===== src/logic/openmips_settings.svh =====
`ifndef OPENMIPS_SETTINGS_SVH
`define OPENMIPS_SETTINGS_SVH

`define DATA_WIDTH      32
`define ADDR_WIDTH      32
`define INST_WIDTH      32
`define REG_COUNT       32
`define REG_ADDR_WIDTH  5
`define RESET_PC        32'h0000_0000

// instruction field positions
`define OPCODE_RANGE    31:26
`define RS_RANGE        25:21
`define RT_RANGE        20:16
`define RD_RANGE        15:11
`define FUNCT_RANGE     5:0
`define IMM_RANGE       15:0
`define IMM_WIDTH       16

`endif


===== src/logic/openmips_pkg.sv =====
`include "openmips_settings.svh"

package openmips_pkg;

    typedef enum logic [5:0] {
        OP_SPECIAL = 6'h00,
        OP_BEQ     = 6'h04,
        OP_BNE     = 6'h05,
        OP_ADDIU   = 6'h09,
        OP_ORI     = 6'h0d,
        OP_LUI     = 6'h0f,
        OP_LW      = 6'h23,
        OP_SW      = 6'h2b
    } opcode_t;

    typedef enum logic [5:0] {
        FN_ADDU = 6'h21,
        FN_SUBU = 6'h23,
        FN_AND  = 6'h24,
        FN_OR   = 6'h25,
        FN_XOR  = 6'h26,
        FN_SLT  = 6'h2a
    } funct_t;

    typedef enum logic [2:0] {
        ALU_ADD,
        ALU_SUB,
        ALU_AND,
        ALU_OR,
        ALU_XOR,
        ALU_SLT,
        ALU_LUI
    } alu_op_t;

    typedef enum logic [1:0] {
        MEM_NONE,  // must stay zero, bubbles rely on it
        MEM_LOAD,
        MEM_STORE
    } mem_op_t;

    typedef struct packed {
        logic                       we;
        logic [`REG_ADDR_WIDTH-1:0] waddr;
        logic [`DATA_WIDTH-1:0]     data;
    } reg_write_t;

    typedef struct packed {
        alu_op_t                    alu_op;
        logic [`DATA_WIDTH-1:0]     op1;
        logic [`DATA_WIDTH-1:0]     op2;
        logic [`DATA_WIDTH-1:0]     store_data;
        mem_op_t                    mem_op;
        logic [`REG_ADDR_WIDTH-1:0] waddr;
        logic                       we;
    } id_ex_t;

    typedef struct packed {
        mem_op_t                    mem_op;
        logic [`DATA_WIDTH-1:0]     result;  // alu value or memory address
        logic [`DATA_WIDTH-1:0]     store_data;
        logic [`REG_ADDR_WIDTH-1:0] waddr;
        logic                       we;
    } ex_mem_t;

endpackage


===== src/logic/decode_stage.sv =====
`timescale 1ns/1ps
`include "openmips_settings.svh"

module decode_stage import openmips_pkg::*; (
    input  logic                       clk,
    input  logic                       reset_i,
    input  logic [`ADDR_WIDTH-1:0]     pc_i,
    input  logic [`INST_WIDTH-1:0]     inst_i,
    input  logic [`DATA_WIDTH-1:0]     rdata1_i,
    input  logic [`DATA_WIDTH-1:0]     rdata2_i,
    output logic [`REG_ADDR_WIDTH-1:0] raddr1_o,
    output logic [`REG_ADDR_WIDTH-1:0] raddr2_o,
    output logic                       re1_o,
    output logic                       re2_o,
    output logic                       stall_o,
    output logic                       branch_taken_o,
    output logic [`ADDR_WIDTH-1:0]     branch_target_o,
    output id_ex_t                     id_ex_o
);
    opcode_t                opcode;
    funct_t                 funct;
    logic [`DATA_WIDTH-1:0] imm_zext;
    logic [`DATA_WIDTH-1:0] imm_sext;
    logic [`DATA_WIDTH-1:0] imm;
    logic                   use_imm;
    logic                   is_branch;
    logic                   branch_ne;
    id_ex_t                 id_ex_d;

    assign opcode   = opcode_t'(inst_i[`OPCODE_RANGE]);
    assign funct    = funct_t'(inst_i[`FUNCT_RANGE]);
    assign imm_zext = {{(`DATA_WIDTH-`IMM_WIDTH){1'b0}}, inst_i[`IMM_RANGE]};
    assign imm_sext = {{(`DATA_WIDTH-`IMM_WIDTH){inst_i[`IMM_WIDTH-1]}}, inst_i[`IMM_RANGE]};
    assign raddr1_o = inst_i[`RS_RANGE];
    assign raddr2_o = inst_i[`RT_RANGE];

    always_comb begin
        id_ex_d.alu_op = ALU_ADD;
        id_ex_d.mem_op = MEM_NONE;
        id_ex_d.waddr  = inst_i[`RT_RANGE];
        id_ex_d.we     = 1'b0;
        re1_o          = 1'b0;
        re2_o          = 1'b0;
        use_imm        = 1'b1;
        imm            = imm_sext;
        is_branch      = 1'b0;
        branch_ne      = 1'b0;
        case (opcode)
            OP_SPECIAL: begin
                re1_o         = 1'b1;
                re2_o         = 1'b1;
                use_imm       = 1'b0;
                id_ex_d.waddr = inst_i[`RD_RANGE];
                id_ex_d.we    = 1'b1;
                case (funct)
                    FN_ADDU: id_ex_d.alu_op = ALU_ADD;
                    FN_SUBU: id_ex_d.alu_op = ALU_SUB;
                    FN_AND:  id_ex_d.alu_op = ALU_AND;
                    FN_OR:   id_ex_d.alu_op = ALU_OR;
                    FN_XOR:  id_ex_d.alu_op = ALU_XOR;
                    FN_SLT:  id_ex_d.alu_op = ALU_SLT;
                    default: id_ex_d.we = 1'b0;  // nop and unsupported
                endcase
            end
            OP_ORI: begin
                re1_o          = 1'b1;
                imm            = imm_zext;
                id_ex_d.alu_op = ALU_OR;
                id_ex_d.we     = 1'b1;
            end
            OP_ADDIU: begin
                re1_o      = 1'b1;
                id_ex_d.we = 1'b1;
            end
            OP_LUI: begin
                imm            = imm_zext;
                id_ex_d.alu_op = ALU_LUI;
                id_ex_d.we     = 1'b1;
            end
            OP_LW: begin
                re1_o          = 1'b1;
                id_ex_d.mem_op = MEM_LOAD;
                id_ex_d.we     = 1'b1;
            end
            OP_SW: begin
                re1_o          = 1'b1;
                re2_o          = 1'b1;  // store data
                id_ex_d.mem_op = MEM_STORE;
            end
            OP_BEQ, OP_BNE: begin
                re1_o     = 1'b1;
                re2_o     = 1'b1;
                is_branch = 1'b1;
                branch_ne = (opcode == OP_BNE);
            end
            default: ;
        endcase
        id_ex_d.op1        = rdata1_i;
        id_ex_d.op2        = use_imm ? imm : rdata2_i;
        id_ex_d.store_data = rdata2_i;
    end

    assign branch_taken_o  = is_branch && ((rdata1_i == rdata2_i) != branch_ne);
    // relative to the delay slot pc
    assign branch_target_o = pc_i + `ADDR_WIDTH'(4) + {imm_sext[`ADDR_WIDTH-3:0], 2'b00};

    // load result not ready until memory stage
    assign stall_o = id_ex_o.we && (id_ex_o.mem_op == MEM_LOAD) &&
                     ((re1_o && raddr1_o == id_ex_o.waddr) ||
                      (re2_o && raddr2_o == id_ex_o.waddr));

    always_ff @(posedge clk) begin
        if (reset_i || stall_o) begin
            id_ex_o.mem_op <= MEM_NONE;  // bubble
            id_ex_o.we     <= 1'b0;
        end else begin
            id_ex_o <= id_ex_d;
        end
    end

endmodule


===== src/logic/execute_stage.sv =====
`timescale 1ns/1ps
`include "openmips_settings.svh"

module execute_stage import openmips_pkg::*; (
    input  logic       clk,
    input  logic       reset_i,
    input  id_ex_t     id_ex_i,
    output reg_write_t ex_fwd_o,
    output ex_mem_t    ex_mem_o
);
    localparam int HALF = `DATA_WIDTH / 2;

    logic [`DATA_WIDTH-1:0] result;
    logic                   less;
    ex_mem_t                ex_mem_d;

    assign less = $signed(id_ex_i.op1) < $signed(id_ex_i.op2);

    always_comb begin
        case (id_ex_i.alu_op)
            ALU_ADD: result = id_ex_i.op1 + id_ex_i.op2;  // wraps, no overflow trap
            ALU_SUB: result = id_ex_i.op1 - id_ex_i.op2;
            ALU_AND: result = id_ex_i.op1 & id_ex_i.op2;
            ALU_OR:  result = id_ex_i.op1 | id_ex_i.op2;
            ALU_XOR: result = id_ex_i.op1 ^ id_ex_i.op2;
            ALU_SLT: result = {{(`DATA_WIDTH-1){1'b0}}, less};
            ALU_LUI: result = {id_ex_i.op2[HALF-1:0], {HALF{1'b0}}};
            default: result = '0;
        endcase
    end

    // loads forward later, from the memory stage
    assign ex_fwd_o.we    = id_ex_i.we && (id_ex_i.mem_op != MEM_LOAD);
    assign ex_fwd_o.waddr = id_ex_i.waddr;
    assign ex_fwd_o.data  = result;

    assign ex_mem_d.mem_op     = id_ex_i.mem_op;
    assign ex_mem_d.result     = result;
    assign ex_mem_d.store_data = id_ex_i.store_data;
    assign ex_mem_d.waddr      = id_ex_i.waddr;
    assign ex_mem_d.we         = id_ex_i.we;

    always_ff @(posedge clk) begin
        if (reset_i) begin
            ex_mem_o.mem_op <= MEM_NONE;
            ex_mem_o.we     <= 1'b0;
        end else begin
            ex_mem_o <= ex_mem_d;
        end
    end

endmodule


===== src/logic/fetch_stage.sv =====
`timescale 1ns/1ps
`include "openmips_settings.svh"

module fetch_stage (
    input  logic                   clk,
    input  logic                   reset_i,
    input  logic                   stall_i,
    input  logic                   branch_taken_i,
    input  logic [`ADDR_WIDTH-1:0] branch_target_i,
    input  logic [`INST_WIDTH-1:0] rom_data_i,
    output logic                   rom_ce_o,
    output logic [`ADDR_WIDTH-1:0] rom_addr_o,
    output logic [`ADDR_WIDTH-1:0] id_pc_o,
    output logic [`INST_WIDTH-1:0] id_inst_o
);
    logic [`ADDR_WIDTH-1:0] pc_q;

    assign rom_addr_o = pc_q;

    always_ff @(posedge clk) begin
        if (reset_i) begin
            rom_ce_o <= 1'b0;
            pc_q     <= `RESET_PC;
        end else begin
            rom_ce_o <= 1'b1;  // first fetch in the cycle after reset
            if (rom_ce_o && !stall_i) begin
                pc_q <= branch_taken_i ? branch_target_i : pc_q + `ADDR_WIDTH'(4);
            end
        end
    end

    // fetch/decode register
    always_ff @(posedge clk) begin
        if (reset_i || !rom_ce_o) begin
            id_pc_o   <= `RESET_PC;
            id_inst_o <= '0;  // sll r0, r0, 0
        end else if (!stall_i) begin
            id_pc_o   <= pc_q;
            id_inst_o <= rom_data_i;
        end
    end

endmodule


===== src/logic/memory_stage.sv =====
`timescale 1ns/1ps
`include "openmips_settings.svh"

module memory_stage import openmips_pkg::*; (
    input  logic                   clk,
    input  logic                   reset_i,
    input  ex_mem_t                ex_mem_i,
    input  logic [`DATA_WIDTH-1:0] ram_data_i,
    output logic                   ram_ce_o,
    output logic                   ram_we_o,
    output logic [`ADDR_WIDTH-1:0] ram_addr_o,
    output logic [`DATA_WIDTH-1:0] ram_wdata_o,
    output reg_write_t             mem_fwd_o,
    output reg_write_t             wb_o
);
    logic is_load;

    assign is_load = (ex_mem_i.mem_op == MEM_LOAD);

    // single-cycle strobe, ram never stalls
    assign ram_ce_o    = (ex_mem_i.mem_op != MEM_NONE);
    assign ram_we_o    = (ex_mem_i.mem_op == MEM_STORE);
    assign ram_addr_o  = ex_mem_i.result;
    assign ram_wdata_o = ex_mem_i.store_data;

    assign mem_fwd_o.we    = ex_mem_i.we;
    assign mem_fwd_o.waddr = ex_mem_i.waddr;
    assign mem_fwd_o.data  = is_load ? ram_data_i : ex_mem_i.result;

    // memory/write-back register
    always_ff @(posedge clk) begin
        if (reset_i) begin
            wb_o.we <= 1'b0;
        end else begin
            wb_o <= mem_fwd_o;
        end
    end

endmodule


===== src/logic/openmips.sv =====
`timescale 1ns/1ps
`include "openmips_settings.svh"

module openmips import openmips_pkg::*; (
    input  logic                   clk,
    input  logic                   reset_i,
    input  logic [`INST_WIDTH-1:0] rom_data_i,
    input  logic [`DATA_WIDTH-1:0] ram_data_i,
    output logic                   rom_ce_o,
    output logic [`ADDR_WIDTH-1:0] rom_addr_o,
    output logic                   ram_ce_o,
    output logic                   ram_we_o,
    output logic [`ADDR_WIDTH-1:0] ram_addr_o,
    output logic [`DATA_WIDTH-1:0] ram_wdata_o
);
    logic [`ADDR_WIDTH-1:0]     id_pc;
    logic [`INST_WIDTH-1:0]     id_inst;
    logic [`DATA_WIDTH-1:0]     rdata1;
    logic [`DATA_WIDTH-1:0]     rdata2;
    logic [`REG_ADDR_WIDTH-1:0] raddr1;
    logic [`REG_ADDR_WIDTH-1:0] raddr2;
    logic                       re1;
    logic                       re2;
    logic                       stall;
    logic                       branch_taken;
    logic [`ADDR_WIDTH-1:0]     branch_target;
    id_ex_t                     id_ex;
    ex_mem_t                    ex_mem;
    reg_write_t                 ex_fwd;
    reg_write_t                 mem_fwd;
    reg_write_t                 wb;

    fetch_stage fetch_stage_i (
        .clk(clk), .reset_i(reset_i),
        .stall_i(stall),
        .branch_taken_i(branch_taken), .branch_target_i(branch_target),
        .rom_data_i(rom_data_i), .rom_ce_o(rom_ce_o), .rom_addr_o(rom_addr_o),
        .id_pc_o(id_pc), .id_inst_o(id_inst)
    );

    decode_stage decode_stage_i (
        .clk(clk), .reset_i(reset_i),
        .pc_i(id_pc), .inst_i(id_inst),
        .rdata1_i(rdata1), .rdata2_i(rdata2),
        .raddr1_o(raddr1), .raddr2_o(raddr2), .re1_o(re1), .re2_o(re2),
        .stall_o(stall),
        .branch_taken_o(branch_taken), .branch_target_o(branch_target),
        .id_ex_o(id_ex)
    );

    regfile regfile_i (
        .clk(clk), .reset_i(reset_i),
        .wb_i(wb), .ex_fwd_i(ex_fwd), .mem_fwd_i(mem_fwd),
        .raddr1_i(raddr1), .raddr2_i(raddr2), .re1_i(re1), .re2_i(re2),
        .rdata1_o(rdata1), .rdata2_o(rdata2)
    );

    execute_stage execute_stage_i (
        .clk(clk), .reset_i(reset_i),
        .id_ex_i(id_ex), .ex_fwd_o(ex_fwd), .ex_mem_o(ex_mem)
    );

    memory_stage memory_stage_i (
        .clk(clk), .reset_i(reset_i),
        .ex_mem_i(ex_mem), .ram_data_i(ram_data_i),
        .ram_ce_o(ram_ce_o), .ram_we_o(ram_we_o),
        .ram_addr_o(ram_addr_o), .ram_wdata_o(ram_wdata_o),
        .mem_fwd_o(mem_fwd), .wb_o(wb)
    );

endmodule


===== src/logic/regfile.sv =====
`timescale 1ns/1ps
`include "openmips_settings.svh"

module regfile import openmips_pkg::*; (
    input  logic                       clk,
    input  logic                       reset_i,
    input  reg_write_t                 wb_i,
    input  reg_write_t                 ex_fwd_i,
    input  reg_write_t                 mem_fwd_i,
    input  logic [`REG_ADDR_WIDTH-1:0] raddr1_i,
    input  logic [`REG_ADDR_WIDTH-1:0] raddr2_i,
    input  logic                       re1_i,
    input  logic                       re2_i,
    output logic [`DATA_WIDTH-1:0]     rdata1_o,
    output logic [`DATA_WIDTH-1:0]     rdata2_o
);
    logic [`DATA_WIDTH-1:0] regs [`REG_COUNT];

    always_ff @(posedge clk) begin
        if (!reset_i && wb_i.we && wb_i.waddr != '0) begin
            regs[wb_i.waddr] <= wb_i.data;
        end
    end

    // youngest producer wins
    function automatic logic [`DATA_WIDTH-1:0] read_port(
        input logic [`REG_ADDR_WIDTH-1:0] addr,
        input logic                       re
    );
        if (!re || addr == '0) begin
            return '0;
        end
        if (ex_fwd_i.we && ex_fwd_i.waddr == addr) begin
            return ex_fwd_i.data;
        end
        if (mem_fwd_i.we && mem_fwd_i.waddr == addr) begin
            return mem_fwd_i.data;
        end
        if (wb_i.we && wb_i.waddr == addr) begin
            return wb_i.data;  // lands at this edge
        end
        return regs[addr];
    endfunction

    always_comb begin
        rdata1_o = read_port(raddr1_i, re1_i);
        rdata2_o = read_port(raddr2_i, re2_i);
    end

endmodule


===== config.mk =====
export PLATFORM = sky130hd
export DESIGN_NAME = openmips
export DESIGN_NICKNAME = d
export VERILOG_FILES = /design/src/logic/openmips_pkg.sv /design/src/logic/decode_stage.sv /design/src/logic/execute_stage.sv /design/src/logic/fetch_stage.sv /design/src/logic/memory_stage.sv /design/src/logic/openmips.sv /design/src/logic/regfile.sv
export VERILOG_INCLUDE_DIRS = /design/src /design/src/logic
export SDC_FILE = /design/constraint.sdc
export NUM_CORES = 2
export LEC_CHECK = 0
export BUFFER_PORTS_ARGS = -buffer_cell sky130_fd_sc_hd__buf_2
export CAP_MARGIN = 10
export CORE_MARGIN = 2
export CORE_UTILIZATION = 35
export CTS_CLUSTER_SIZE = 12
export DETAILED_ROUTE_END_ITERATION = 6
export PLACE_DENSITY_LB_ADDON = 0.2
export RECOVER_POWER = 25
export SLEW_MARGIN = 20
export SYNTH_ARGS = -nofsm -noshare
export SYNTH_HDL_FRONTEND = slang
export SYNTH_HIERARCHICAL = 1
export SYNTH_SLANG_ARGS = --single-unit

===== constraint.sdc =====
create_clock -name clk -period 5.5 [get_ports clk]
set_input_delay 0.275 -clock clk [delete_from_list [all_inputs] [get_ports clk]]
set_output_delay 0.275 -clock clk [all_outputs]
set_load 0.02 [all_outputs]

==> key figures <==
Run status
  – Status: complete, but fails checks
  – Failing checks: design-rule violations, max-capacitance violations, max-slew violations, negative setup slack

Clock tree
  – CTS clock-pin slew for the worst setup and hold paths: 60 ps
  – CTS tree: yes
  – CTS root buffer: clkbuf_16
  – Clk buf depth: 3
  – Skew-Pair Late Insertion Delay: 820 ps
  – H-tree levels: 4
  – Clock sink count: 1338
  – Cts bufs inserted: 153

Pwr
  – Clock share of power: 0.394
  – Pint: 18200 µW
  – Pleak: 0.0284 µW
  – Sw Ratio: 0.264
  – Worst VDD drop: 0.302 mV
  – Reg power frac: 0.467
  – Comb pwr share: 0.138
  – Pwr Density: 299 mW/mm²
  – Switching Power: 6540 µW

Synthesis
  – Synthesized cell area: 0.0691 mm²
  – #FFs+latches synth: 1338
  – Main synth FF type: edfxtp_1
  – EDFF count, synth: 1234
  – Netlist cell types: 105
  – Mapped Cells: 4738
  – Synth area leaders: edfxtp_1, mux4_2, mux2i_1
  – Sequential fraction of the synthesis area: 0.567
  – Area leader, netlist: edfxtp_1
  – Asr flop ratio synth: 0
  – Synthesis Warnings: 6
  – Syn_area_per_cell: 14.6 µm²
  – Yosys top cell area share: 0.536

Min path
  – Min-Delay Path Class: in -> reg

Worst setup path
  – Crit path launch type: flop
  – Slowest stage delay, CP: 470 ps
  – WP data arrival: 6790 ps
  – WP buf/inv: 9
  – Crit path max-delay family: simple AND/OR/NAND/NOR gates
  – CP Class: reg -> reg
  – CP required: 6240 ps
  – Critical Path Slowest Stage Cell: or4_1
  – Cell mode on critical path: buf_4
  – CP max FO: 6
  – CP endpoint kind: flop

Finish
  – Area Overhead vs Synth: 19.8%
  – Ratio of cells with drive above 1 in the final layout: 0.301
  – Footprint of the multi-input gates: 0.0279 mm²
  – Most frequent cells in the layout: edfxtp_1, buf_4, mux4_2, mux2i_1, o22ai_1
  – Seq. cell area: 0.0392 mm²
  – Nets@finish: 5581
  – Cell Count, Final, Fillers Out: 8125
  – Commonest non-fill, non-tap cell in the layout: edfxtp_1
  – Fillers: 17.9k
  – Utilization after layout: 0.420

Timing
  – Final worst path period share: 1.10
  – Minimum clock period: 6060 ps
  – Slew of the pin with the lowest slew margin: 1840 ps
  – Fmax: 0.165 GHz
  – Relative slew slack: -0.227
  – Min Hold Slack: 167 ps
  – RSZ-0062 raised after global routing: true
  – Worst Slack Setup Final: -560 ps
  – Max-slew violations: 561
  – Final Hold Viols: 0
  – Layout Skew: 38.7 ps
  – Final setup vio count: 32
  – Setup total negative slack: -12660 ps

Floorplan
  – Die area: 0.201 mm²
  – Die width: 448 µm
  – Die Y: 448 µm
  – Core area: 0.197 mm²
  – Initial Util: 0.351
  – Ports: 165
  – Row count: 163

GRT
  – First-pass GRT wire length: 357 mm
  – Initial antenna violation count: 4
  – Grt ovf: 0
  – Tot GR Track Use: 0.250
  – Number of global-route vias before repair: 47.5k
  – Largest net degree at the start of global routing: 70

Detailed routing
  – Post-route ant nets: 0
  – Initial DRC count: 6146
  – Vias: 48.6k
  – Total wire length: 254 mm
  – Avg WL per Cell: 31.3 µm
  – Vias per inst: 5.98
  – DRT Pass-1 Iters: 7
  – Remaining DRCs: 1

Place
  – DP Wirelength: 171 mm
  – Placed cells: 7746
  – Input/output buffers: 164
  – GPL Wtd Cong: 0.940

Run
  – Max_cap viols: 16
==> state kept, by name (all words and copies together) (netlist names) <==
register,flops
execute_stage_i/ex_mem_o,72
decode_stage_i/id_ex_o,107
memory_stage_i/wb_o,38
fetch_stage_i/id_inst_o,32
fetch_stage_i/id_pc_o,32
regfile_i/regs,1024
fetch_stage_i/rom_ce_o,1
fetch_stage_i/rom_addr_o,32
==> cell families (layout without fill, tap and decap cells) <==
group | after synthesis | in the layout | synth area share
AO/OA/AOI/OAI | 1145 | 1145 | 0.112
other | 1 | 36 | 0.0000543
adder cells (fa/ha/maj) | 157 | 157 | 0.0288
XOR/XNOR | 123 | 123 | 0.0156
flip-flops | 1338 | 1338 | 0.567
buffers and inverters | 563 | 1275 | 0.0424
multiplexers | 695 | 695 | 0.184
AND/OR/NAND/NOR | 716 | 716 | 0.0511
==> worst paths after layout <==
| check | startpoint | end | slack, ps | cells after the start |
|---|---|---|---|---|
| min | reset_i | execute_stage_i/ex_mem_o[71] | 170 | 3 |
| max reg2reg | decode_stage_i/id_ex_o[48] | fetch_stage_i/rom_addr_o[23] | -560 | 29 |
| min reg2reg | decode_stage_i/id_ex_o[20] | execute_stage_i/ex_mem_o[18] | 420 | 0 |
| max | decode_stage_i/id_ex_o[48] | fetch_stage_i/rom_addr_o[23] | -560 | 29 |
==> through the flow <==
step,area (µm²),power [µW],setup slack [ps]
floorplan,69200,13500,27.9
CTS,82400,24800,-654
global placement,76500,15000,-1120
global route,82700,25500,-799
finish,82700,24800,-560
detailed placement,76600,15000,-1090
==> power by group through the flow <==
| stage | clock (µW) | sequential [µW] | combinational, µW |
|---|---|---|---|
| after detailed placement | 0 | 11800 | 3230 |
| after global routing | 10400 | 11600 | 3600 |
| after floorplan | 0 | 11800 | 1690 |
| after CTS | 9950 | 11600 | 3310 |
| final | 9770 | 11600 | 3420 |
| after global placement | 0 | 11800 | 3240 |
==> cells in the mapped netlist, types with 19 or more instances <==
library cell  instances
xor2_1               72
buf_1                27
nor2_1              208
o21ai_0             149
a22o_1               40
mux2i_1             214
a21oi_1             170
mux2_4               30
nand3_1              65
xnor2_1              51
inv_1               110
nor2b_1              22
o211ai_1             48
nand4_1              19
mux4_2              444
ha_1                154
o21ai_1              30
clkbuf_1            170
a22oi_1              36
buf_2               118
or4_1                42
dfxtp_1             104
a21o_1               85
nand2_1             180
o221ai_1             47
edfxtp_1           1234
a211oi_1             99
nor3_1               48
buf_6                22
a31oi_1              82
buf_4               101
and3_1               21
nor4_1               23
o22ai_1             199
==> final cells by class <==
type,instances,share of cell area
Sequential cell,1338,0.473
Multi-Input combinational cell,2868,0.337
Timing Repair Buffer,882,0.0876
Clock buffer,187,0.0489
Tap cell,2640,0.0399
Clock inverter,91,0.00801
Inverter,115,0.00529
Antenna cell,4,0.000121
==> per-layer routing <==
metal | share of wire | global-route usage | vias to the layer above
met5 | 0 | 0 | -
met4 | 0.035 | 0.0837 | 0
met3 | 0.079 | 0.0417 | 416
met2 | 0.46 | 0.392 | 2328
met1 | 0.42 | 0.352 | 25400
li1 | - | - | 20400
==> worst reg2reg max path, delay by kind of cell (launching register included) <==
| family | cells | cell delay [ps] |
|---|---|---|
| flip-flops | 1 | 390 |
| XOR/XNOR | 3 | 320 |
| adder cells (fa/ha/maj) | 1 | 330 |
| AO/OA/AOI/OAI | 7 | 1750 |
| AND/OR/NAND/NOR | 9 | 1950 |
| buffers and inverters | 9 | 1240 |
==> what timing repair did <==
action / in CTS / in global routing
gates resized for setup: 66 / 68
hold endpoints to repair: 64 / 0
pin swaps: 50 / 42
buffers inserted: 14 / 17
gates cloned: 1 / 0
hold buffers: 64 / 0
setup endpoints to repair: 32 / 32
No activity file was read; power rests on OpenSTA's default activity.
